[config.mk]
export PLATFORM = sky130hd
export DESIGN_NAME = intel_hex
export DESIGN_NICKNAME = d
export VERILOG_FILES = /design/src/mk14_pkg.sv /design/src/intel_hex.sv
export SDC_FILE = /design/constraint.sdc
export NUM_CORES = 1
export LEC_CHECK = 0
export ABC_AREA = 0
export ABC_CLOCK_PERIOD_IN_PS = 6000
export BUFFER_PORTS_ARGS = -buffer_cell sky130_fd_sc_hd__clkbuf_2
export CAP_MARGIN = 20
export CORE_MARGIN = 2
export CORE_UTILIZATION = 59
export CTS_CLUSTER_SIZE = 25
export DETAILED_ROUTE_END_ITERATION = 10
export GPL_ROUTABILITY_DRIVEN = 0
export HOLD_SLACK_MARGIN = 0.08
export PLACE_DENSITY = 0.79
export SLEW_MARGIN = 20
export SYNTH_ARGS = -nofsm -noshare
export SYNTH_HDL_FRONTEND = slang
export SYNTH_SLANG_ARGS = --single-unit
export TNS_END_PERCENT = 20
[constraint.sdc]
create_clock -name clk -period 6 [get_ports clk]
set_input_delay 1.2 -clock clk [delete_from_list [all_inputs] [get_ports clk]]
set_output_delay 1.2 -clock clk [all_outputs]
set_load 0.03 [all_outputs]
[src/mk14_pkg.sv]
// memory request struct, hex parser error enum, boot state enum, hex record type codes

package mk14_pkg;

	// one bus access, 25 bits
	typedef struct packed {
		logic [15:0] addr;
		logic [7:0] wdata;
		logic we;
	} mem_req_t;

	// parser result, held until soft_reset
	typedef enum logic [2:0] {
		ERR_NONE = 3'd0,
		ERR_START = 3'd1,	// no colon at record start
		ERR_DIGIT = 3'd2,	// not a hex digit
		ERR_CHECKSUM = 3'd3,	// record sum not zero
		ERR_TYPE = 3'd4	// unsupported record type
	} ihex_error_e;

	typedef enum logic [2:0] {
		ST_INIT = 3'd0,
		ST_RX_WAIT = 3'd1,	// load window open
		ST_START = 3'd2,
		ST_RUNNING = 3'd3,
		ST_HALTED = 3'd4
	} boot_state_e;

	// intel hex record types
	localparam logic [7:0] REC_DATA = 8'h00;
	localparam logic [7:0] REC_EOF = 8'h01;

endpackage

[src/intel_hex.sv]
// intel hex record parser with memory write pulses, latched error code and end of file flag

module intel_hex (
	input logic clk,
	input logic soft_reset,
	input logic i_en,
	input logic [7:0] i_char,
	output mk14_pkg::mem_req_t o_req,
	output mk14_pkg::ihex_error_e o_error,
	output logic o_done
);

	localparam logic [7:0] CH_COLON = 8'h3a;
	localparam logic [7:0] CH_CR = 8'h0d;
	localparam logic [7:0] CH_LF = 8'h0a;

	typedef enum logic [2:0] {
		H_COLON,
		H_COUNT,
		H_ADDR_HI,
		H_ADDR_LO,
		H_TYPE,
		H_DATA,
		H_CSUM,
		H_HOLD	// after eof or error
	} hex_state_e;

	hex_state_e state;
	logic have_hi;
	logic [3:0] hi_nib;
	logic [4:0] digit;
	logic [7:0] cur_byte;
	logic [7:0] sum;
	logic [7:0] sum_next;
	logic [7:0] rec_count;
	logic [7:0] rec_type;
	logic [15:0] base_addr;
	logic [7:0] byte_idx;
	logic [7:0] idx_next;

	// {valid, value} of one ascii hex digit, either case
	function automatic logic [4:0] hex_digit(input logic [7:0] c);
		logic [4:0] r;
		if (c >= "0" && c <= "9")
			r = {1'b1, 4'(c - "0")};
		else if (c >= "A" && c <= "F")
			r = {1'b1, 4'(c - "A" + 8'd10)};
		else if (c >= "a" && c <= "f")
			r = {1'b1, 4'(c - "a" + 8'd10)};
		else
			r = 5'd0;
		return r;
	endfunction

	assign digit = hex_digit(i_char);
	assign cur_byte = {hi_nib, digit[3:0]};
	assign sum_next = sum + cur_byte;
	assign idx_next = byte_idx + 8'd1;

	always_ff @(posedge clk) begin
		o_req.we <= 1'b0;	// one cycle write pulse
		if (soft_reset) begin
			state <= H_COLON;
			have_hi <= 1'b0;
			o_error <= mk14_pkg::ERR_NONE;
			o_done <= 1'b0;
		end else if (i_en) begin
			case (state)
			H_COLON: begin
				have_hi <= 1'b0;
				sum <= 8'd0;
				byte_idx <= 8'd0;
				if (i_char == CH_COLON)
					state <= H_COUNT;
				else if (i_char != CH_CR && i_char != CH_LF) begin	// line ends allowed
					o_error <= mk14_pkg::ERR_START;
					state <= H_HOLD;
				end
			end
			H_COUNT, H_ADDR_HI, H_ADDR_LO, H_TYPE, H_DATA, H_CSUM: begin
				if (!digit[4]) begin
					o_error <= mk14_pkg::ERR_DIGIT;
					state <= H_HOLD;
				end else if (!have_hi) begin
					hi_nib <= digit[3:0];
					have_hi <= 1'b1;
				end else begin
					have_hi <= 1'b0;
					sum <= sum_next;
					case (state)
					H_COUNT: begin
						rec_count <= cur_byte;
						state <= H_ADDR_HI;
					end
					H_ADDR_HI: begin
						base_addr[15:8] <= cur_byte;
						state <= H_ADDR_LO;
					end
					H_ADDR_LO: begin
						base_addr[7:0] <= cur_byte;
						state <= H_TYPE;
					end
					H_TYPE: begin
						rec_type <= cur_byte;
						if (cur_byte != mk14_pkg::REC_DATA && cur_byte != mk14_pkg::REC_EOF) begin
							o_error <= mk14_pkg::ERR_TYPE;
							state <= H_HOLD;
						end else
							state <= (rec_count == 8'd0) ? H_CSUM : H_DATA;
					end
					H_DATA: begin
						if (rec_type == mk14_pkg::REC_DATA) begin
							o_req.we <= 1'b1;
							o_req.addr <= base_addr + {8'h00, byte_idx};
							o_req.wdata <= cur_byte;
						end
						byte_idx <= idx_next;
						if (idx_next == rec_count)
							state <= H_CSUM;
					end
					default: begin	// checksum byte
						if (sum_next != 8'd0) begin
							o_error <= mk14_pkg::ERR_CHECKSUM;
							state <= H_HOLD;	// writes already done stay
						end else if (rec_type == mk14_pkg::REC_EOF) begin
							o_done <= 1'b1;
							state <= H_HOLD;
						end else
							state <= H_COLON;
					end
					endcase
				end
			end
			default: ;	// input ignored until reset
			endcase
		end
	end

endmodule

Word-level counts from Yosys, hierarchy flattened
Index checks and enable logic that the tools add are counted.

Bitwise operators: 8. Multiplexer cells: 33. Order comparisons: 6. Add/sub/neg operators: 8. Equal/unequal tests: 23. Reductions and logical operators: 27.

Operators with widths (number): $mux 8 (5); $mux 3 (13); $pmux 8 s2 (2); $reduce_and 6->1 (5); $pmux 3 s2 (3); $add 16x8->16 (1); $ge 8x7->1 const B (2); $le 8x7->1 const B (2); $logic_not 8->1 (2); $ne 8x4->1 const B (2); $reduce_bool 8->1 (2); $mux 5 (3); $pmux 3 s5 (1); $reduce_and 5->1 (3); $reduce_and 7->1 (2); $ne 4x4->1 const B (3); $reduce_or 6->1 (2); $sub 4x1->4 const B (3); $ne 2x2->1 const B (5); $eq 3x3->1 const B (3); $ne 3x3->1 const B (3); $add 4x4->4 const B (2); $add 8x1->8 const B (1); $add 8x8->8 (1); 19 further kinds (34).

Input port bits: 11. Bits in registers: 85.

Longest topological paths before layout
Gate-level depths: netlist of run 1.

Depth in word-level cells: 12. Depth in mapped cells: 15.

Worst setup path after synthesis of run 1
No wires, ideal clock.

Path kind: input to register. From: input port i_char[7]. To: register o_req[10] (netlist bit) (enable). Library setup time: 0.466 ns. Path slack: 0.577 ns. Path buffers: 1. Cell stages on the path: 6. Data arrival time: 4.957 ns. Cells stage by stage: or4b_1 -> a311oi_2 -> or2_1 -> buf_2 -> nand3_1 -> nor4_1.

Longest elaborated chain between the ends: 6. Elaborated cells between the ends (all ways): 13. Those cells by class: order compare: 6; mux: 3; reduce/logical: 4.

RTL lines: start: declaration (RTL line intel_hex.sv:7) `input logic [7:0] i_char,`; $ge 8x7->1 or $le 8x7->1 (tied branches) (RTL line intel_hex.sv:48) `else if (c >= "a" && c <= "f")`; $logic_and 1x1->1 (RTL line intel_hex.sv:48); $mux 5 (RTL line intel_hex.sv:48); $mux 5 (RTL line intel_hex.sv:46) `else if (c >= "A" && c <= "F")`; $mux 5 * (RTL line intel_hex.sv:44) `if (c >= "0" && c <= "9")`; $reduce_and 7->1 (no source line) *; end: declaration (RTL line intel_hex.sv:8) `output mk14_pkg::mem_req_t o_req,`.

Every way passes the cells marked *; elsewhere a longest branch is shown, timed or not. A chain may end at the register's enable or synchronous reset.

Final worst setup path of run 1
From: input port i_char[7]. To: register o_error[2].

Longest elaborated chain between the ends: 9. Elaborated cells between the ends (all ways): 30. Those cells by class: add/sub: 1; order compare: 6; eq/ne: 10; mux: 5; reduce/logical: 8.

RTL lines: $ge 8x7->1 or $le 8x7->1 (tied branches) (RTL line intel_hex.sv:48); $logic_and 1x1->1 (RTL line intel_hex.sv:48); $mux 5 (RTL line intel_hex.sv:48); $mux 5 (RTL line intel_hex.sv:46); $mux 5 * (RTL line intel_hex.sv:44); named net digit[2] (RTL line intel_hex.sv:31) `logic [4:0] digit;`; $add 8x8->8, or another cell as far along (RTL line intel_hex.sv:57) `assign sum_next = sum + cur_byte;`; $reduce_bool 8->1 or $logic_and 1x1->1 (tied branches) (RTL line intel_hex.sv:122, intel_hex.sv:105); $ne 4x4->1 (no source line); $reduce_and 8->1 (no source line) *; end signal: assignment (RTL line intel_hex.sv:65) `o_error <= mk14_pkg::ERR_NONE;`; end signal: assignment (RTL line intel_hex.sv:76) `o_error <= mk14_pkg::ERR_START;`; end signal: assignment (RTL line intel_hex.sv:123) `o_error <= mk14_pkg::ERR_CHECKSUM;`; end: declaration (RTL line intel_hex.sv:9) `output mk14_pkg::ihex_error_e o_error,`.

Mark *: on every way through the listed nets, which the timed path passes. The rest lies on a longest branch.

==> summary.md, run 1 <==
| Metric | Value |
|---|---|
| Post-CTS resize count | `0` |
| Kind of cell adding the most delay to the critical path | `compound AO/OA/AOI/OAI gates` |
| Final period util | `0.788` |
| Proportion of netlist area held by the largest area contributor | `0.520` |
| Met3 Use GR | `0.0417` |
| TritonCTS clock tree | `yes` |
| Crit Path Class | `primary input to register` |
| WP data required | `6.24 ns` |
| Crit path DAT | `4.97 ns` |
| Yosys reg bits | `85` |
| Placed Cells | `502` |
| Hold Vio Cnt, Final | `0` |
| Worst Setup SP | `i_char[7]` |
| Initial antenna violation count | `0` |
| Leakage Power | `1.78 nW` |
| Worst skew pair latency | `0.36 ns` |
| Layout area overhead | `11.3%` |
| Gr usage total | `0.226` |
| Routed len/inst | `16.7 microns` |
| CTS Buf Count | `9` |
| Critical path peak fanout | `8` |
| Final Net Count | `447` |
| First-pass iteration count of the detailed router | `4` |
| RSZ-0062 raised after global routing | `no` |
| Largest area contributor in the netlist | `edfxtp_1` |
| Placed cell area | `0.00471 sq mm` |
| Synthesized area | `0.00439 sq mm` |
| Status | `finished clean` |
| Top-count cell post-synth | `edfxtp_1` |
| Clock Path Buffers | `2` |
| Clock Skew | `0.0118 ns` |
| Total Routed Length | `8.63 mm` |
| Number of max-slew violations in the final report | `0` |
| PwrDens | `228 mW/mm^2` |
| Initial Util | `0.608` |
| Mapped Cells | `368` |
| Tmin final | `4.73 ns` |
| Fmax | `0.211 GHz` |
| Setup TNS | `0 ns` |
| Critical Path Max Stage Delay | `0.54 ns` |
| Post CTS Setup Buffer Count | `0` |
| Layout fillers | `561` |
| DIE AREA | `0.00815 sq mm` |
| Buf+Inv Stages, Crit Path | `2` |
| Syn nets | `401` |
| Num rows | `31` |
| Worst vdd ir | `0.124 mV` |
| Total gr overflow | `0` |
| Clk root buf | `clkbuf_8` |
| Core area | `0.00721 sq mm` |
| Initial drt markers | `155` |
| Ys Warns | `0` |
| EDFF count, synth | `76` |
| Largest net degree at the start of global routing | `25` |
| Hold_sp | `o_done` |
| Die height | `90.3 microns` |
| GR peak layer | `met2` |
| Crit start category | `primary input` |
| Grt met2 use | `0.392` |
| Worst R2R Start | `state[2]` |
| Vias in the first global route | `2971` |
| Die Width | `90.3 microns` |
| Ports | `40` |
| Routed vias | `3067` |
| # Max-Cap Violations | `0` |
| # diodes | `0` |
| Seq/Total Area, Yosys | `0.561` |
| Crit end category | `register` |
| CP max stage cell | `or4b_1` |
| Met1 usage | `0.284` |
| Crit-path cells | `clkbuf_2 -> or4b_1 -> a311oi_2 -> nor2_2 -> a311oi_1 -> buf_4 -> ha_1 -> a211oi_1 -> nor4b_1 -> nand4b_1 -> a2111oi_4 -> a41oi_2 -> a21oi_1 -> a211oi_1` |
| First-pass GRT wire length | `14.4 mm` |
| Post-DP HPWL | `6.29 mm` |
| Area contributors post-synth | `edfxtp_1 (52%), ha_1 (5.7%), dfxtp_1 (4.1%), xnor2_1 (3.8%), nor2_1 (2.9%)` |
| Worst hold path class | `register to register` |
| CP most frequent cell | `a211oi_1` |
| Clock Pin Slew Worst Setup and Hold Paths | `0.08 ns` |
| Post-layout util | `0.677` |
| Post-route ant nets | `0` |
| Hold Buf Count CTS | `0` |
| Ys async rst share | `0` |
| Synth Flop Type | `edfxtp_1` |
| # clock sinks | `85` |
| Vias/cell | `5.92` |
| H-tree depth | `3` |
| Finish-stage setup viols | `0` |
| Synth cell types | `61` |
| IO buf count | `39` |
| Layout cells sized above 1 | `0.167` |
| Layout Cells excl Fill | `518` |
| Worst slew pin tran | `0.744 ns` |
| Layout Cell Area excl Fill | `0.00489 sq mm` |
| Post-synth top cells | `edfxtp_1 (76), nor2_1 (34), a21oi_1 (23)` |
| Mapped Avg Cell Area | `11.9 sq um` |
| Drt drc | `0` |
| Relative slew slack | `0.503` |
placed cells by master, fill, tap and decap left out, types with 4 or more instances in the layout:
cell and instances:
edfxtp_1 76, nor3_1 8, a211oi_1 4, nor2b_1 9, clkbuf_2 39, nand4_1 7, nor4_1 6, clkbuf_8 9
xor2_1 9, a311oi_1 4, nand3_1 13, dfxtp_1 9, inv_1 14, xnor2_1 19, o21ai_0 9, nand2b_1 6
and3_1 9, ha_1 20, a21oi_1 23, buf_4 4, nor2_1 34, nand2_1 20
area by class of cell:
cell class	count	area, sq um	share of cell area
Timing Repair Buffer	43	225	0.0461
Multi-Input combinational cell	261	1850	0.378
Sequential cell	85	2460	0.504
Clock buffer	11	131	0.0269
Tap cell	99	124	0.0254
Clock inverter	5	42.5	0.00871
Inverter	14	52.6	0.0108
path summary, 6_finish.rpt:
path | endpoint | slack (ns) | cells after the start
max | o_error[2] | 1.27 | 14
min reg2reg | o_done | 0.50 | 2
max reg2reg | byte_idx[7] | 2.84 | 5
min | o_done | 0.50 | 2
where the power goes:
group | switching [mW] | internal, mW | leakage (nW)
Sequential | 0.0114 | 0.647 | 0.774
Combinational | 0.0545 | 0.0342 | 0.922
Clock | 0.212 | 0.156 | 0.0849
Total | 0.278 | 0.837 | 1.78
flip-flops by register name (all words and copies together), names as in the netlist:
name / count
hi_nib: 4
o_error: 3
o_done: 1
state: 3
byte_idx: 8
sum: 8
rec_type: 8
have_hi: 1
base_addr: 16
o_req: 25
rec_count: 8
worst register-to-register path: stages (launching register included):
cell and delay, ns:
dfxtp_1 0.66, or3_1 0.30, nand2_1 0.42, o21ai_1 0.33
o211a_1 0.42, nor2b_1 0.66
kinds of logic (layout without fill, tap and decap cells):
family                   count (synthesis)  count (layout)  share of synthesized area
AND/OR/NAND/NOR                        133             133                      0.160
multiplexers                             3               3                    0.00713
AO/OA/AOI/OAI                           74              74                      0.125
adder cells (fa/ha/maj)                 22              22                     0.0661
buffers and inverters                   22              73                     0.0194
XOR/XNOR                                29              29                     0.0610
flip-flops                              85              85                      0.561
routing by layer:
metal	part of all wire	vias up
li1	-	1493
met1	0.43	1480
met2	0.51	80
met3	0.044	14
met4	0.019	0
met5	0	-
through the flow:
stage | hold WS (ns) | power, mW | setup slack [ns]
after global placement | 0.476 | 0.756 | 1.02
after global routing | 0.529 | 1.16 | 0.960
after CTS | 0.497 | 1.12 | 1.30
after detailed placement | 0.475 | 0.760 | 0.908
after floorplan | 0.469 | 0.735 | 0.577
final | 0.499 | 1.11 | 1.27
(Power assumes the default switching activity.)
==> inputs of run 2 (changes only) <==
--- a/config.mk
+++ b/config.mk
@@ -6,16 +6,16 @@
 export NUM_CORES = 1
 export LEC_CHECK = 0
 export ABC_AREA = 0
-export ABC_CLOCK_PERIOD_IN_PS = 6000
+export ABC_CLOCK_PERIOD_IN_PS = 3950
 export BUFFER_PORTS_ARGS = -buffer_cell sky130_fd_sc_hd__clkbuf_2
 export CAP_MARGIN = 20
 export CORE_MARGIN = 2
-export CORE_UTILIZATION = 59
+export CORE_UTILIZATION = 54
 export CTS_CLUSTER_SIZE = 25
 export DETAILED_ROUTE_END_ITERATION = 10
 export GPL_ROUTABILITY_DRIVEN = 0
 export HOLD_SLACK_MARGIN = 0.08
-export PLACE_DENSITY = 0.79
+export PLACE_DENSITY = 0.76
 export SLEW_MARGIN = 20
 export SYNTH_ARGS = -nofsm -noshare
 export SYNTH_HDL_FRONTEND = slang
==> constraint.sdc (replaced) <==
create_clock -name clk -period 3.95 [get_ports clk]
set_input_delay 0.79 -clock clk [delete_from_list [all_inputs] [get_ports clk]]
set_output_delay 0.79 -clock clk [all_outputs]
set_load 0.03 [all_outputs]
==> run 2 against run 1 <==
Against the previous run:
- non-clock buffer count rose by 25
- clock skew rose by 0.0034 ns
- total power rose by 61%
- die area rose by 8.8%
- worst hold slack improved by 0.023 ns
- via count rose by 4.0%
- register-to-register slack got worse by 1.8 ns
- critical path depth fell by 1
- sequential share of layout area fell by 3.8 points
- sequential power rose by 52%
- critical path type unchanged
==> summary.md, run 2 (synthesis gave the netlist of run 1 again) <==
| Metric | Value |
|---|---|
| Largest net degree at the start of global routing | `25` |
| Die height | `94.2 microns` |
| Crit Path Class | `primary input to register` |
| First-pass GRT wire length | `14.9 mm` |
| Clock Skew | `0.0153 ns` |
| Most frequent cells in the layout | `edfxtp_1 (76), clkbuf_2 (38), nor2_1 (34)` |
| Worst R2R Start | `hi_nib[0]` |
| Placed cell area | `0.00492 sq mm` |
| Final Total Pwr | `1.79 mW` |
| Clock Pin Slew Worst Setup and Hold Paths | `0.10 ns` |
| Num rows | `32` |
| Number of max-slew violations in the final report | `0` |
| Worst vdd ir | `0.249 mV` |
| Core area | `0.00781 sq mm` |
| Layout cells sized above 1 | `0.259` |
| CP max stage cell | `or4b_4` |
| # diodes | `0` |
| Layout fillers | `584` |
| Crit end category | `register` |
| Drt drc | `0` |
| Commonest non-fill, non-tap cell in the layout | `edfxtp_1` |
| Total gr overflow | `0` |
| Crit start category | `primary input` |
| Hold WS | `0.523 ns` |
| First-pass iteration count of the detailed router | `5` |
| DIE AREA | `0.00887 sq mm` |
| PwrDens | `340 mW/mm^2` |
| Final period util | `0.975` |
| Status | `finished clean` |
| Hold_sp | `o_error[2]` |
| Met3 routed WL | `395 microns` |
| WP data required | `4.20 ns` |
| Worst slew pin tran | `0.693 ns` |
| IO buf count | `39` |
| Post-route ant nets | `0` |
| Setup ws final | `0.0991 ns` |
| # clock sinks | `85` |
| Met2 Wirelength | `4.77 mm` |
| Critical Path Stages | `13` |
| Clk root buf | `clkbuf_8` |
| Final Net Count | `472` |
| Post-layout util | `0.676` |
| Relative slew slack | `0.537` |
| Met1 wire length | `3.82 mm` |
| Tmin final | `3.85 ns` |
| Crit-path cells | `buf_6 -> or4b_4 -> a311oi_4 -> nor2_2 -> a311oi_2 -> ha_1 -> or2_4 -> and3_4 -> o21a_4 -> a2111oi_4 -> a41oi_2 -> a21oi_1 -> a211oi_1` |
| Biggest regs | `o_req (25), base_addr (16)` |
| Initial Util | `0.562` |
| Die Width | `94.2 microns` |
| H-tree depth | `3` |
| Fmax | `0.260 GHz` |
| CTS Buf Count | `9` |
| Clock Path Buffers | `2` |
| Critical path peak fanout | `5` |
| TritonCTS clock tree | `yes` |
| Hold Crit Depth | `2` |
| Crit path DAT | `4.10 ns` |
| Worst hold path class | `register to register` |
| Vias in the first global route | `3113` |
| Max reg flops | `25` |
| Post-DP HPWL | `6.66 mm` |
| Worst Setup SP | `i_char[3]` |
| Critical Path Max Stage Delay | `0.55 ns` |
| Ports | `40` |
| # Max-Cap Violations | `0` |
| Buf+Inv Stages, Crit Path | `1` |
| Gr usage total | `0.222` |
| Finish-stage setup viols | `0` |
| Leakage Power | `1.95 nW` |
| Pre-CTS worst setup slack | `-0.311 ns` |
| RSZ-0062 raised after global routing | `yes` |
| Initial drt markers | `114` |
| Kind of cell adding the most delay to the critical path | `compound AO/OA/AOI/OAI gates` |
| Total Routed Length | `9.18 mm` |
| Worst skew pair latency | `0.37 ns` |
| Initial antenna violation count | `0` |
| Most flop-heavy register | `o_req` |
| Hold Vio Cnt, Final | `0` |
| Layout Cell Area excl Fill | `0.00528 sq mm` |
| Layout area overhead | `20.3%` |
| Routed len/inst | `16.8 microns` |
| Max layer used | `met4` |
| R2R depth | `8` |
| Routed vias | `3191` |
| Vias/cell | `5.84` |
## run 2: cell count changes in the layout (fill, tap and decap cells not counted), moves of 2 or more
cell / previous run / this run
buf_4: 4 / 28
a21oi_1: 23 / 20
clkinv_8: 0 / 3
ha_1: 20 / 17
o21ai_0: 9 / 6
a21oi_2: 0 / 2
buf_6: 0 / 2
clkbuf_1: 2 / 0
ha_2: 0 / 2
inv_8: 0 / 2
o21ai_1: 1 / 3
## run 2: path summary, 6_finish.rpt
kind | end | slack, ns
setup / recovery | o_error[0] | 0.1
hold / removal | o_error[2] | 0.52
setup reg to reg | o_error[0] | 1.04
hold reg to reg | o_error[2] | 0.52
## run 2: cell type report
cell class / count / area (sq um) / area share
sequential: 85 / 2460 / 0.466
multi-input combinational: 261 / 2000 / 0.379
timing repair buffer: 68 / 423 / 0.0801
tap: 102 / 128 / 0.0242
clock buffer: 9 / 124 / 0.0235
clock inverter: 7 / 88.8 / 0.0168
inverter: 14 / 52.6 / 0.00995
## run 2: worst min-delay path, stage by stage, from the launching register on
cell and delay [ns]:
dfxtp_1 0.32, a21oi_1 0.11, a211oi_1 0.05
## run 2: where the power goes
part | internal (mW) | total, mW | switching [mW]
Clock | 0.257 | 0.626 | 0.369
Sequential | 0.983 | 1.00 | 0.0176
Combinational | 0.0720 | 0.168 | 0.0956
Total | 1.31 | 1.79 | 0.482
## run 2: per-stage QoR
stage / TNS, ns / instances
floorplan: -0.533 / 368
global placement: -0.889 / 529
detailed placement: -1.57 / 529
CTS: 0 / 545
global route: -0.212 / 546
finish: 0 / 546
## run 2: what timing repair did
item | in CTS | in global routing
endpoints found under the setup margin | 0 | 6
resized for setup | 0 | 25
setup buffers | 0 | 1
hold buffers | 0 | 0
## run 2: metal layers
metal | vias up | GRT usage
met1 | 1532 | 0.268
met2 | 97 | 0.388
met5 | - | 0
met4 | 0 | 0.105
li1 | 1548 | -
met3 | 14 | 0.0361
