$ cat src/uart_rx.sv
// uart receiver, 8N1, one valid pulse per byte at mid stop bit

module uart_rx #(
	parameter int CLKS_PER_BIT = 434
)
(
	input logic clk,
	input logic soft_reset,
	input logic i_rx,
	output logic [7:0] o_byte,
	output logic o_valid
);

	localparam int CNT_W = (CLKS_PER_BIT > 2) ? $clog2(CLKS_PER_BIT) : 1;
	localparam logic [CNT_W-1:0] BIT_LAST = CNT_W'(CLKS_PER_BIT - 1);
	localparam logic [CNT_W-1:0] HALF_LAST = CNT_W'(CLKS_PER_BIT / 2 - 1);

	typedef enum logic [1:0] {
		RX_IDLE,
		RX_START,
		RX_DATA,
		RX_STOP
	} rx_state_e;

	rx_state_e state;
	logic rx_meta;
	logic rx_sync;
	logic [CNT_W-1:0] clk_cnt;
	logic [2:0] bit_idx;
	logic [7:0] shift;

	// two flops against metastability, idle high
	always_ff @(posedge clk) begin
		if (soft_reset) begin
			rx_meta <= 1'b1;
			rx_sync <= 1'b1;
		end else begin
			rx_meta <= i_rx;
			rx_sync <= rx_meta;
		end
	end

	always_ff @(posedge clk) begin
		if (soft_reset) begin
			state <= RX_IDLE;
			clk_cnt <= '0;
			bit_idx <= '0;
		end else begin
			case (state)
			RX_IDLE: begin
				clk_cnt <= '0;
				bit_idx <= '0;
				if (!rx_sync)
					state <= RX_START;	// falling start edge
			end
			RX_START: begin
				if (clk_cnt == HALF_LAST) begin
					clk_cnt <= '0;
					state <= rx_sync ? RX_IDLE : RX_DATA;	// glitch goes back to idle
				end else
					clk_cnt <= clk_cnt + 1'b1;
			end
			RX_DATA: begin
				if (clk_cnt == BIT_LAST) begin
					clk_cnt <= '0;
					shift <= {rx_sync, shift[7:1]};	// lsb first
					bit_idx <= bit_idx + 3'd1;
					if (bit_idx == 3'd7)
						state <= RX_STOP;
				end else
					clk_cnt <= clk_cnt + 1'b1;
			end
			default: begin
				if (clk_cnt == BIT_LAST)
					state <= RX_IDLE;
				else
					clk_cnt <= clk_cnt + 1'b1;
			end
			endcase
		end
	end

	assign o_byte = shift;
	assign o_valid = (state == RX_STOP) && (clk_cnt == BIT_LAST) && rx_sync;	// bad stop bit dropped

endmodule

$ cat config.mk
export PLATFORM = sky130hd
export DESIGN_NAME = uart_rx
export DESIGN_NICKNAME = d
export VERILOG_FILES = /design/src/uart_rx.sv
export SDC_FILE = /design/constraint.sdc
export NUM_CORES = 1
export LEC_CHECK = 0
export BUFFER_PORTS_ARGS = -buffer_cell sky130_fd_sc_hd__buf_2
export CAP_MARGIN = 20
export CELL_PAD_IN_SITES_DETAIL_PLACEMENT = 0
export CELL_PAD_IN_SITES_GLOBAL_PLACEMENT = 1
export CORE_ASPECT_RATIO = 1.25
export CORE_MARGIN = 3
export CORE_UTILIZATION = 47
export DETAILED_ROUTE_END_ITERATION = 7
export GPL_TIMING_DRIVEN = 0
export PLACE_DENSITY = 0.84
export SKIP_LAST_GASP = 1
export SLEW_MARGIN = 20
export SYNTH_ARGS = -nofsm -noshare
export SYNTH_HDL_FRONTEND = slang
export SYNTH_SLANG_ARGS = --single-unit
$ cat constraint.sdc
create_clock -name clk -period 3.2 [get_ports clk]
set_input_delay 0.8 -clock clk [delete_from_list [all_inputs] [get_ports clk]]
set_output_delay 0.8 -clock clk [all_outputs]
set_load 0.02 [all_outputs]
# After elaboration in Yosys (flattened, before gate mapping)
# Cells that the tools add are included.
# Widths: inputs -> output; s select.
totals:
  mem_bits_ro: 0
  word_cells: 41
  ramBits: 0
  register_bits: 24
  inputBits: 3
  mem_count: 0
  latchBits: 0
  output_inout_bits: 9
classes:
  shifts: 0
  eq_ne: 11
  bitwise: 1
  muxes: 13
  n_div: 0
  n_reduce_logical: 8
  add_sub_neg: 2
  mul: 0
  n_lt_le_gt_ge: 0
op_table:
  columns: ["op", "n"]
  rows:
  - ["$mux 9", 3]
  - ["$pmux 9 s3", 1]
  - ["$mux 2", 6]
  - ["$add 9x1->9 const B", 1]
  - ["$eq 9x8->1 const B", 1]
  - ["$eq 9x9->1 const B", 1]
  - ["$ne 2x2->1 const B", 4]
  - ["$pmux 2 s3", 1]
  - ["$pmux 3 s2", 1]
  - ["$reduce_and 5->1", 1]
  - ["$eq 2x2->1 const B", 2]
  - ["$ne 4x1->1 const B", 1]
  - ["$add 3x1->3 const B", 1]
  - ["$eq 3x3->1 const B", 1]
  - ["$mux 3", 1]
  - ["$reduce_and 3->1", 1]
  - ["$reduce_bool 3->1", 1]
  - ["$eq 2x1->1 const B", 1]
  - ["$logic_and 1x1->1", 2]
  - ["$logic_not 2->1", 1]
  - ["$reduce_and 2->1", 1]
  - ["$reduce_bool 2->1", 1]
  - ["$not 1->1", 1]

# Logic depth before layout (Yosys ltp)
# Gate-level depths: netlist of the first run.
logic_depth:
  depth_word: 4
  ltp_mapped: 6

# Worst setup path before layout of the first run
# OpenSTA, ideal clock, no wires.
synth_path:
  path_type: "input to register"
  start: "in soft_reset"
  end: "reg shift[0] (netlist: o_byte[0]) (enable)"
  required_ns: 2.805
  cell_stages: 2
  n_path_buf: 1
  arrival_ns: 1.853
  path_slack_ns: 0.952
  cell_sequence: "clkbuf_1 nor4_1"
synth_between:
  elab_chain_cells: 2
synth_lines:
  columns: ["element", "line_no", "rtl"]
  rows:
  - ["start, declared", "8", "input logic soft_reset,"]
  - ["$not 1->1 (no source line)", null, null]
  - ["$reduce_and 3->1 (no source line)", null, null]
  - ["end signal, assigned", "66", "shift <= {rx_sync, shift[7:1]};"]
  - ["end, declared", "30", "logic [7:0] shift;"]
# No other way between the ends.
# A chain may end at the register's enable or synchronous reset.

# Worst setup path after layout of the first run
layout_path:
  start: "reg clk_cnt[7]"
  end: "out o_valid"
layout_between:
  elab_chain_cells: 3
layout_lines:
  columns: ["element", "line_no", "rtl"]
  rows:
  - ["start, declared", "28", "logic [CNT_W-1:0] clk_cnt;"]
  - ["start signal, assigned", "61", "clk_cnt <= clk_cnt + 1'b1;"]
  - ["start signal, assigned", "71", "clk_cnt <= clk_cnt + 1'b1;"]
  - ["start signal, assigned", "77", "clk_cnt <= clk_cnt + 1'b1;"]
  - ["$eq 9x9->1", "84", "assign o_valid = (state == RX_STOP) && (clk_cnt == BIT_LAST) && rx_sync;"]
  - ["$logic_and 1x1->1 (2 in a row)", "84", null]
  - ["end, declared", "11", "output logic o_valid"]
# No other way between the ends.

==> results by group, run 1 <==
Final layout
  – Ant diodes: 0
  – Final Net Count: about 130
  – Most frequent cells in the layout: dfxtp_1, buf_2, nor2_1
  – Most common cell after layout, fill and taps aside: dfxtp_1
  – Layout cell share with drive strength beyond 1: between 10% and 20%
  – Area Growth Syn to Fin: 14.0%
  – Post-route insts no fill: 150
  – Final Cell Area: 0.00123 mm2

Power and ir drop
  – P_leak: 0.405 nW
  – Switch Pwr: 0.108 mW
  – Gate power share: 2.6%
  – Power Internal: 0.447 mW
  – Worst VDD drop: approximately 0.32 mV
  – Switching share of power: roughly a fifth
  – Clock power frac: between 40% and 50%
  – Flop pwr share: approximately 57%
  – Cell area power density: 450 mW/mm2

Setup path
  – Required @ worst endpoint: 2400 ps
  – Worst reg2reg path depth: 3
  – CP Class: flip-flop to output port
  – R2r endpoint: o_byte[3]$_DFFE_PP_
  – Cell Chain, Critical Path: nor2b_1 > and4_4 > buf_6 > and4_1 > buf_2
  – Critical Path AT: roughly 1700 ps
  – CP max-delay cell: dfxtp_1
  – Largest stage delay, worst path: 390 ps
  – Flop-to-flop setup slack: about 1000 ps
  – Reg2reg start: clk_cnt[7]$_SDFFE_PP0P_
  – CP Max Fanout: 9
  – CP Capture Type: output port
  – Startpoint types: flip-flop

Clock network
  – CTS Buf Count: 3
  – PostCTS Resize Cnt: 0
  – CTS H-Tree Depth: 1
  – Worst skew pair latency: 320 ps
  – CTS Sinks: 24
  – Setup Buffers After CTS: 0
  – CTS clock-pin slew for the worst setup and hold paths: 140 ps
  – Hold-fix buffers at CTS: 0
  – CTS tree: done
  – CTS root buffer: clkbuf_4
  – CTS Buffer Depth: 2

STA
  – Period minus WS final: 2530 ps
  – Final setup violation count: 0
  – Final setup skew: 7.96 ps
  – Setup TNS: 0 ps
  – Final Hold Vio Count: 0
  – Slew headroom: 41.9%
  – Fin crit share: between 70% and 80%
  – RSZ-0062 raised after global routing: false
  – Worst Tran Pin Value: 865 ps
  – Slew Limit Fails: 0
  – Fmax: 396 MHz

Yosys
  – Post-Syn Area: 0.00108 mm2
  – Register bit total from synthesis: 24
  – Syn Nets: 113
  – Synth cell types: 33
  – Ys Warns: 0
  – Synth Instances: between 100 and 150
  – Average size of a mapped cell: around 10 um2
  – Post-synthesis sequential area ratio: 51.9%

Drt
  – Drt pass-1 iters: 4
  – Initial DRC Count: 18
  – DR DRC count: 0
  – Via/cell ratio: 5.63
  – Drt total wl: between 2000 and 2500 um
  – Routed wire per std cell: 13.9 um
  – Via count: 845
  – Post-DRT Antenna Nets: 0

Global route
  – First-pass GRT wire length: 3600 um
  – Tot GR Track Use: roughly 16%
  – Vias in the first global route: 828
  – Initial antenna violation count: 0
  – Global route total overflow: 0
  – Largest net degree at the start of global routing: 15

Place
  – Routability Congestion: around 0.8
  – Placed cells: 146
  – Dpl hpwl: 1480 um
  – I/O Buffers: 11
  – Placement Cell Area: approximately 0.0012 mm2

Floorplan
  – Core Area: 0.00207 mm2
  – Die Ht: roughly 60 um
  – Die W: 48.9 um
  – DIE AREA: 0.00292 mm2
  – Row count: 18
  – Initial Util: between 50% and 60%
  – Top Ports: 12

Run
  – Max Cap Violations: 0

Worst hold path
  – WHS Path Cells: 1
  – Hold Crit Start: rx_meta$_SDFF_PP1_
  – Worst Hold End: rx_sync$_SDFF_PP1_
  – Min-delay worst type: flip-flop to flip-flop

Outcome
  – Run status: finished, final reports clean
-- critical path, delay by kind of cell (launching register included) --
kind,cells,cell delay [ps]
and+or+nand+nor,3,730
buffers and inverters,2,290
DFF,1,390
-- synth_stat cells --
cell      number  share of area, %
dfxtp_1       16                30
nor2_1        10               3.5
nand3_1        9               4.2
edfxtp_1       8                22
nand4_1        6               3.5
ha_1           5               5.8
inv_1          5               1.7
a31oi_1        4               2.3
o21ai_0        4               1.9
a21oi_1        3               1.4
clkbuf_1       3               1.0
nand2_1        3               1.0
xnor2_1        3               2.4
a21oi_2        2               1.6
nor3_1         2              0.93
or2_2          2               1.2
or3_1          2               1.2
or4_1          2               1.4
xor2_1         2               1.6
a211oi_1       1              0.69
a221o_2        1               1.0
a311o_1        1              0.93
a41o_1         1              0.93
and3_1         1              0.58
and4_1         1              0.81
and4_4         1               1.0
and4bb_1       1               1.2
buf_6          1               1.0
nand2b_1       1              0.58
nand4b_1       1              0.81
nor2b_1        1              0.58
nor4_1         1              0.58
o311ai_0       1              0.81
-- stage by stage --
step / hold WS [ps] / util (%) / setup WS [ps] / total power [mW]
global placement: 392 / 56.6 / 548 / 0.338
finish: 426 / 59.5 / 672 / 0.555
detailed placement: 398 / 56.9 / 892 / 0.339
floorplan: 389 / - / 952 / 0.333
CTS: 430 / 59.5 / 681 / 0.555
global route: 445 / 59.5 / 597 / 0.568
-- state kept, by name, summed over array words and instances (netlist names) --
name	cells
o_byte	8
rx_meta	1
clk_cnt	9
rx_sync	1
bit_idx	3
state	2
-- power by group through the flow --
stage                     sequential, mW  combinational, mW  clock [mW]
after floorplan                    0.324            0.00958           0
after global placement             0.324             0.0138           0
after detailed placement           0.325             0.0142           0
after CTS                          0.318             0.0143       0.223
after global routing               0.318             0.0157       0.234
final                              0.318             0.0142       0.223
-- cells by family after synthesis --
kind of cell | after synthesis | synth area share (%)
adder cells (fa/ha/maj) | 5 | 5.79
buffers and inverters | 9 | 3.82
XOR/XNOR | 5 | 4.05
flip-flops | 24 | 51.9
AND/OR/NAND/NOR | 44 | 22.9
AO/OA/AOI/OAI | 18 | 11.6
-- area by class of cell --
cell class,instances,area [um2]
Fill cell,208,840
Sequential cell,24,561
Multi-Input combinational cell,72,485
Timing Repair Buffer,11,55.1
Tap cell,30,37.5
Clock inverter,1,30.0
Clock buffer,3,22.5
Buffer,4,22.5
Inverter,5,18.8
-- how the worst max path moves through the flow --
stage | from | end | slack [ps] | cells after the start
after floorplan | soft_reset | o_byte[0]$_DFFE_PP_ | 950 | 2
after global placement | soft_reset | o_byte[0]$_DFFE_PP_ | 550 | 3
after detailed placement | soft_reset | o_byte[3]$_DFFE_PP_ | 890 | 3
after CTS | clk_cnt[3]$_SDFFE_PP0P_ | o_valid | 680 | 5
after global routing | clk_cnt[7]$_SDFFE_PP0P_ | o_valid | 600 | 5
final | clk_cnt[7]$_SDFFE_PP0P_ | o_valid | 670 | 5
-- layer usage --
| layer | track usage, % | vias to the layer above | wire length (um) |
|---|---|---|---|
| met2 | 28.5 | 13 | 1030 |
| met3 | 2.27 | 5 | 51 |
| met5 | 0 | - | 0 |
| met1 | 18.6 | 406 | 964 |
| li1 | - | 421 | - |
| met4 | 8.54 | 0 | 38 |
Power figures use the tool's default switching activity.
==> run 2, diff against run 1 <==
Settings changed: ABC_AREA set to 1, CORE_UTILIZATION 47 to 38, PLACE_DENSITY 0.84 to 0.76.
Clock period 3.2 ns to 2.06 ns, I/O delays scaled along.
==> run 2 against run 1 <==
Compared with the run above: global-route usage is 2.7 points lower; critical path depth is 2 higher; sequential share of layout area is 3.4 points lower; clock power is 56% higher; non-clock buffer count is 1 higher; critical path type unchanged; area after synthesis is 5.4% higher; synthesized cell count is 31% higher; highest routed layer unchanged; first-iteration DRC count is 28% lower.
==> results by group, run 2 <==
Setup path
  – Required @ worst endpoint: approximately 1500 ps
  – Cell Chain, Critical Path: inv_2 > ha_4 > nand2_1 > nor2_1 > nand2_2 > nor3b_2 > buf_4
  – CP bufs+invs: 2
  – Critical Path Start: clk_cnt[1]$_SDFFE_PP0P_
  – Critical Path AT: 1460 ps
  – CP Max Fanout: 3
  – Delay-heaviest family, CP: simple AND/OR/NAND/NOR gates
  – Reg2reg start: clk_cnt[1]$_SDFFE_PP0P_
  – Largest stage delay, worst path: 360 ps
  – CP max-delay cell: dfxtp_2
  – CP Capture Type: output port
  – Startpoint types: flip-flop
  – CP Class: flip-flop to output port

Drt
  – DR DRC count: 0
  – Post-DRT Antenna Nets: 0
  – Drt pass-1 iters: 4
  – Routed wire per std cell: around 12 um
  – Initial DRC Count: 13
  – Via count: 896
  – Drt total wl: 2210 um
  – Via/cell ratio: 4.69

Power and ir drop
  – Power, Total: ~1.3 mW
  – Cell area power density: 958 mW/mm2
  – P_leak: 0.578 nW
  – Worst VDD drop: slightly below 0.7 mV

Final layout
  – Area Growth Syn to Fin: 18.0%
  – Most common cell after layout, fill and taps aside: nand2_1
  – Layout cell share with drive strength beyond 1: 25.5%
  – Fillers: around 280
  – Final Net Count: 166
  – Multi-input logic area: ~520 um2
  – Max reg flops: 9
  – Ant diodes: 0
  – Most frequent cells in the layout: nand2_1, nor2_1, inv_1
  – Final core occ: 48.3%
  – FF/Latch Area: 566 um2
  – Post-route insts no fill: 191
  – Final Cell Area: 0.00135 mm2
  – Largest register by flop count: clk_cnt

Clock network
  – CTS Buffer Depth: 2
  – CTS tree: done
  – CTS root buffer: clkbuf_4
  – CTS clock-pin slew for the worst setup and hold paths: ~140 ps
  – CTS Buf Count: 3
  – CTS Sinks: 24
  – Worst skew pair latency: 320 ps
  – CTS H-Tree Depth: 1

Yosys
  – Post-synth EDFFs: 8
  – Synth Instances: 138
  – Post-Syn Area: roughly 0.0011 mm2
  – Average size of a mapped cell: 8.26 um2
  – Area leader, netlist: dfxtp_1
  – Most instantiated library cell after synthesis: nand2_1
  – Top cells by area, synth: dfxtp_1, edfxtp_1, nand2_1
  – Syn Nets: around 150
  – Post-synth ARST share: 0%
  – Register bit total from synthesis: 24
  – Ys flop type: dfxtp_1
  – Post-synth top area share: 28.1%
  – Post-synthesis sequential area ratio: 49.2%
  – Ys Warns: 0
  – Synth cell types: 20
  – Post-synth top cells: nand2_1, nor2_1, dfxtp_1, inv_1, nand3_1

Outcome
  – Run status: finished, final reports clean

STA
  – Setup TNS: 0 ps
  – Worst Tran Pin Value: 367 ps
  – Fmax: 506 MHz
  – Final setup skew: 8.36 ps
  – Final hold slack: 371 ps
  – Slew Limit Fails: 0
  – Slew headroom: ~76%
  – Final Hold Vio Count: 0
  – Final WS setup: 82.8 ps
  – Fin crit share: 96.0%
  – Period minus WS final: 1980 ps
  – Final setup violation count: 0

Global route
  – Global route total overflow: 0
  – Vias in the first global route: between 800 and 900
  – Initial antenna violation count: 0
  – First-pass GRT wire length: 3620 um
  – Tot GR Track Use: a little over an eighth
  – Largest net degree at the start of global routing: 15

Place
  – I/O Buffers: 11
  – Routability Congestion: between 0.7 and 0.8
  – Dpl hpwl: 1610 um
  – Place WS: between 300 and 400 ps
  – Placed cells: about 180
  – Placement Cell Area: ~0.0012 mm2

Floorplan
  – Die Ht: 67.2 um
  – DIE AREA: 0.00370 mm2
  – Top Ports: 12
  – Row count: 21
  – Die W: 55.0 um
  – Initial Util: 40.9%
  – Core Area: 0.00279 mm2

Run
  – Max Cap Violations: 0

Worst hold path
  – Min-delay worst type: primary input to flip-flop
  – Hold Crit Start: i_rx
run 2: cell types whose count changed after synthesis, moves of 3 or more:
cell      previous run  this run
xor2_1               2         5
a31oi_1              4         0
xnor2_1              3         0
nor2_1              10        18
clkbuf_1             3         0
nor2_2               0         5
nand2_1              3        32
nand2_2              0         4
nand4_1              6         1
inv_1                5        16
nand3b_1             0         3
run 2: report_power, final:
group / leakage, nW / internal (mW) / total (mW) / switching, mW
Clock: 0.0279 / 0.197 / 0.347 / 0.150
Sequential: 0.203 / 0.520 / 0.565 / 0.0445
Combinational: 0.348 / 0.135 / 0.376 / 0.241
Total: 0.578 / 0.852 / 1.29 / 0.436
run 2: final cells by class:
| class | instances | share of cell area [%] |
|---|---|---|
| well taps | 34 | 3.16 |
| plain buffers | 1 | 0.372 |
| flip-flops and latches | 24 | 42.0 |
| inverters | 18 | 5.02 |
| multi-input cells | 95 | 39.0 |
| clock inverters | 1 | 2.23 |
| repair buffers | 15 | 6.51 |
| clock buffers | 3 | 1.67 |
run 2: final timing paths:
| check | end | slack (ps) | cells past startpoint |
|---|---|---|---|
| setup / recovery | o_valid | 80 | 7 |
| hold / removal | rx_meta$_SDFF_PP1_ | 370 | 2 |
| setup reg to reg | o_byte[4]$_DFFE_PP_ | 180 | 10 |
| hold reg to reg | rx_sync$_SDFF_PP1_ | 440 | 1 |
run 2: kinds of logic (layout without fill, tap and decap cells):
family	Yosys count	count (layout)	share of synthesized area, %
XOR/XNOR	5	5	3.84
AND/OR/NAND/NOR	79	79	32.5
buffers and inverters	19	38	6.37
adder cells (fa/ha/maj)	5	5	5.49
flip-flops	24	24	49.2
AO/OA/AOI/OAI	6	6	2.63
run 2: what timing repair did:
item	CTS	global route
gates resized for setup	2	6
setup endpoints to repair	1	1
pin swaps	1	3
hold buffers	0	0
setup buffers	1	3
hold endpoints to repair	0	0
run 2: routing by layer:
metal,up-vias,wire length (um),global-route usage [%]
met5,-,0,0
met4,0,14,6.38
met3,2,69,2.21
met2,17,1160,21.7
met1,404,960,16.6
li1,473,-,-
==> run 3, diff against run 2 <==
Settings changed: CORE_ASPECT_RATIO 1.25 to 0.8, CORE_UTILIZATION 38 to 30, PLACE_DENSITY 0.76 to 0.63.
==> run 3 against run 2 <==
Compared with the run above: clock skew down 2.3 ps; largest power group unchanged; utilization down 11 points; total power up 2.6%.
==> results by group, run 3 (synthesis gave the netlist of run 2 again) <==
Power and ir drop
  – Clock power frac: a little under a third
  – Cell area power density: 989 mW/mm2
  – P_leak: 0.571 nW
  – Flop pwr share: 42.1%
  – Gate power share: 27.3%
  – Switching share of power: around a third
  – Switch Pwr: 0.417 mW
  – Worst VDD drop: 0.548 mV
  – Power Internal: between 0.9 and 1 mW

Drt
  – Post-DRT Antenna Nets: 0
  – Initial DRC Count: 27
  – Via/cell ratio: 4.41
  – DR DRC count: 0
  – Drt total wl: roughly 2000 um
  – Drt pass-1 iters: 4
  – Via count: between 800 and 900
  – Routed wire per std cell: 10.3 um

Clock network
  – CTS Sinks: 24
  – CTS tree: done
  – CTS clock-pin slew for the worst setup and hold paths: 80 ps
  – CTS Buf Count: 3
  – CTS root buffer: clkbuf_8
  – CTS H-Tree Depth: 1
  – CTS Buffer Depth: 2
  – Worst skew pair latency: between 200 and 300 ps

STA
  – Fin crit share: a little over nine tenths
  – Fmax: 517 MHz
  – Final setup skew: 6.09 ps
  – Setup TNS: 0 ps
  – Slew Limit Fails: 0
  – Worst Tran Pin Value: between 300 and 400 ps
  – Slew headroom: 76.7%
  – Final Hold Vio Count: 0
  – Final setup violation count: 0
  – Period minus WS final: 1940 ps

Global route
  – Initial antenna violation count: 0
  – Global route total overflow: 0
  – Vias in the first global route: 748
  – Largest net degree at the start of global routing: 15
  – Tot GR Track Use: 9.94%
  – First-pass GRT wire length: 3390 um

Place
  – I/O Buffers: 11
  – Placed cells: 191
  – Placement Cell Area: roughly 0.0012 mm2
  – Dpl hpwl: 1570 um
  – Routability Congestion: 0.757

Outcome
  – Run status: finished, final reports clean

Final layout
  – Most frequent cells in the layout: nand2_1, nor2_1, inv_1
  – Max reg flops: 9
  – Fillers: ~350
  – Ant diodes: 0
  – Area Growth Syn to Fin: 17.2%
  – Most common cell after layout, fill and taps aside: nand2_1
  – Largest register by flop count: clk_cnt
  – Final Net Count: about 160
  – Layout cell share with drive strength beyond 1: 22.7%
  – Final Cell Area: 0.00134 mm2
  – Post-route insts no fill: 196

Setup path
  – Required @ worst endpoint: 1540 ps
  – CP Capture Type: output port
  – Critical Path AT: roughly 1400 ps
  – Startpoint types: flip-flop
  – CP Max Fanout: 4
  – CP Class: flip-flop to output port

Worst hold path
  – Min-delay worst type: flip-flop to flip-flop

Run
  – Max Cap Violations: 0

Floorplan
  – Die W: 74.9 um
  – Top Ports: 12
  – Initial Util: 32.2%
  – Core Area: 0.00354 mm2
  – Row count: 19
  – DIE AREA: 0.00458 mm2
  – Die Ht: 61.1 um
run 3: routing by layer:
metal / routed length (um) / vias up / track usage, %
met5: 0 / - / 0
met4: 28 / 0 / 3.81
met3: 111 / 4 / 3.75
met2: 797 / 16 / 14.0
met1: 1090 / 380 / 13.7
li1: - / 464 / -
run 3: path summary, 6_finish.rpt:
path / cells after the start / endpoint / slack [ps] / startpoint
hold reg to reg: 1 / rx_sync$_SDFF_PP1_ / 420 / rx_meta$_SDFF_PP1_
hold / removal: 1 / rx_sync$_SDFF_PP1_ / 420 / rx_meta$_SDFF_PP1_
setup reg to reg: 9 / o_byte[7]$_DFFE_PP_ / 280 / clk_cnt[1]$_SDFFE_PP0P_
setup / recovery: 7 / o_valid / 120 / clk_cnt[1]$_SDFFE_PP0P_
run 3: timing repair:
item                                    4_1_cts  5_1_grt
hold buffers                                  0        0
setup buffers                                 1        0
resized for setup                             1        3
pin swaps                                     1        0
endpoints found under the setup margin        1        1
run 3: final cells by class:
cell class / instances / area (um2) / area share [%]
flip-flops and latches: 24 / 563 / 42.1
multi-input cells: 95 / 512 / 38.3
inverters: 18 / 67.6 / 5.06
repair buffers: 12 / 65.1 / 4.87
well taps: 42 / 52.6 / 3.93
clock buffers: 3 / 41.3 / 3.09
clock inverters: 1 / 30.0 / 2.25
plain buffers: 1 / 5.00 / 0.375
run 3: metrics by stage:
stage	total power, mW	util, %	setup slack (ps)	hold slack, ps
6_report	1.32	37.7	125	419
5_1_grt	1.43	37.7	-0.664	431
4_1_cts	1.35	37.5	41.5	421
3_5_place_dp	0.929	35.2	276	403
3_3_place_gp	0.930	35.2	267	397
2_1_floorplan	0.860	-	235	389
run 3: power by group through the flow:
stage,combinational [mW],sequential [mW],clock [mW]
5_1_grt,0.423,0.563,0.445
2_1_floorplan,0.304,0.556,0
3_3_place_gp,0.365,0.565,0
3_5_place_dp,0.363,0.565,0
4_1_cts,0.366,0.556,0.429
6_report,0.361,0.556,0.404
run 3: worst max-delay path, cell delays in order (launching register included):
cell and delay [ps]:
dfxtp_2 340, inv_1 80, ha_1 160, nand2_1 50, nor2_1 110, nand2_2 90
nor3b_2 160, buf_4 160
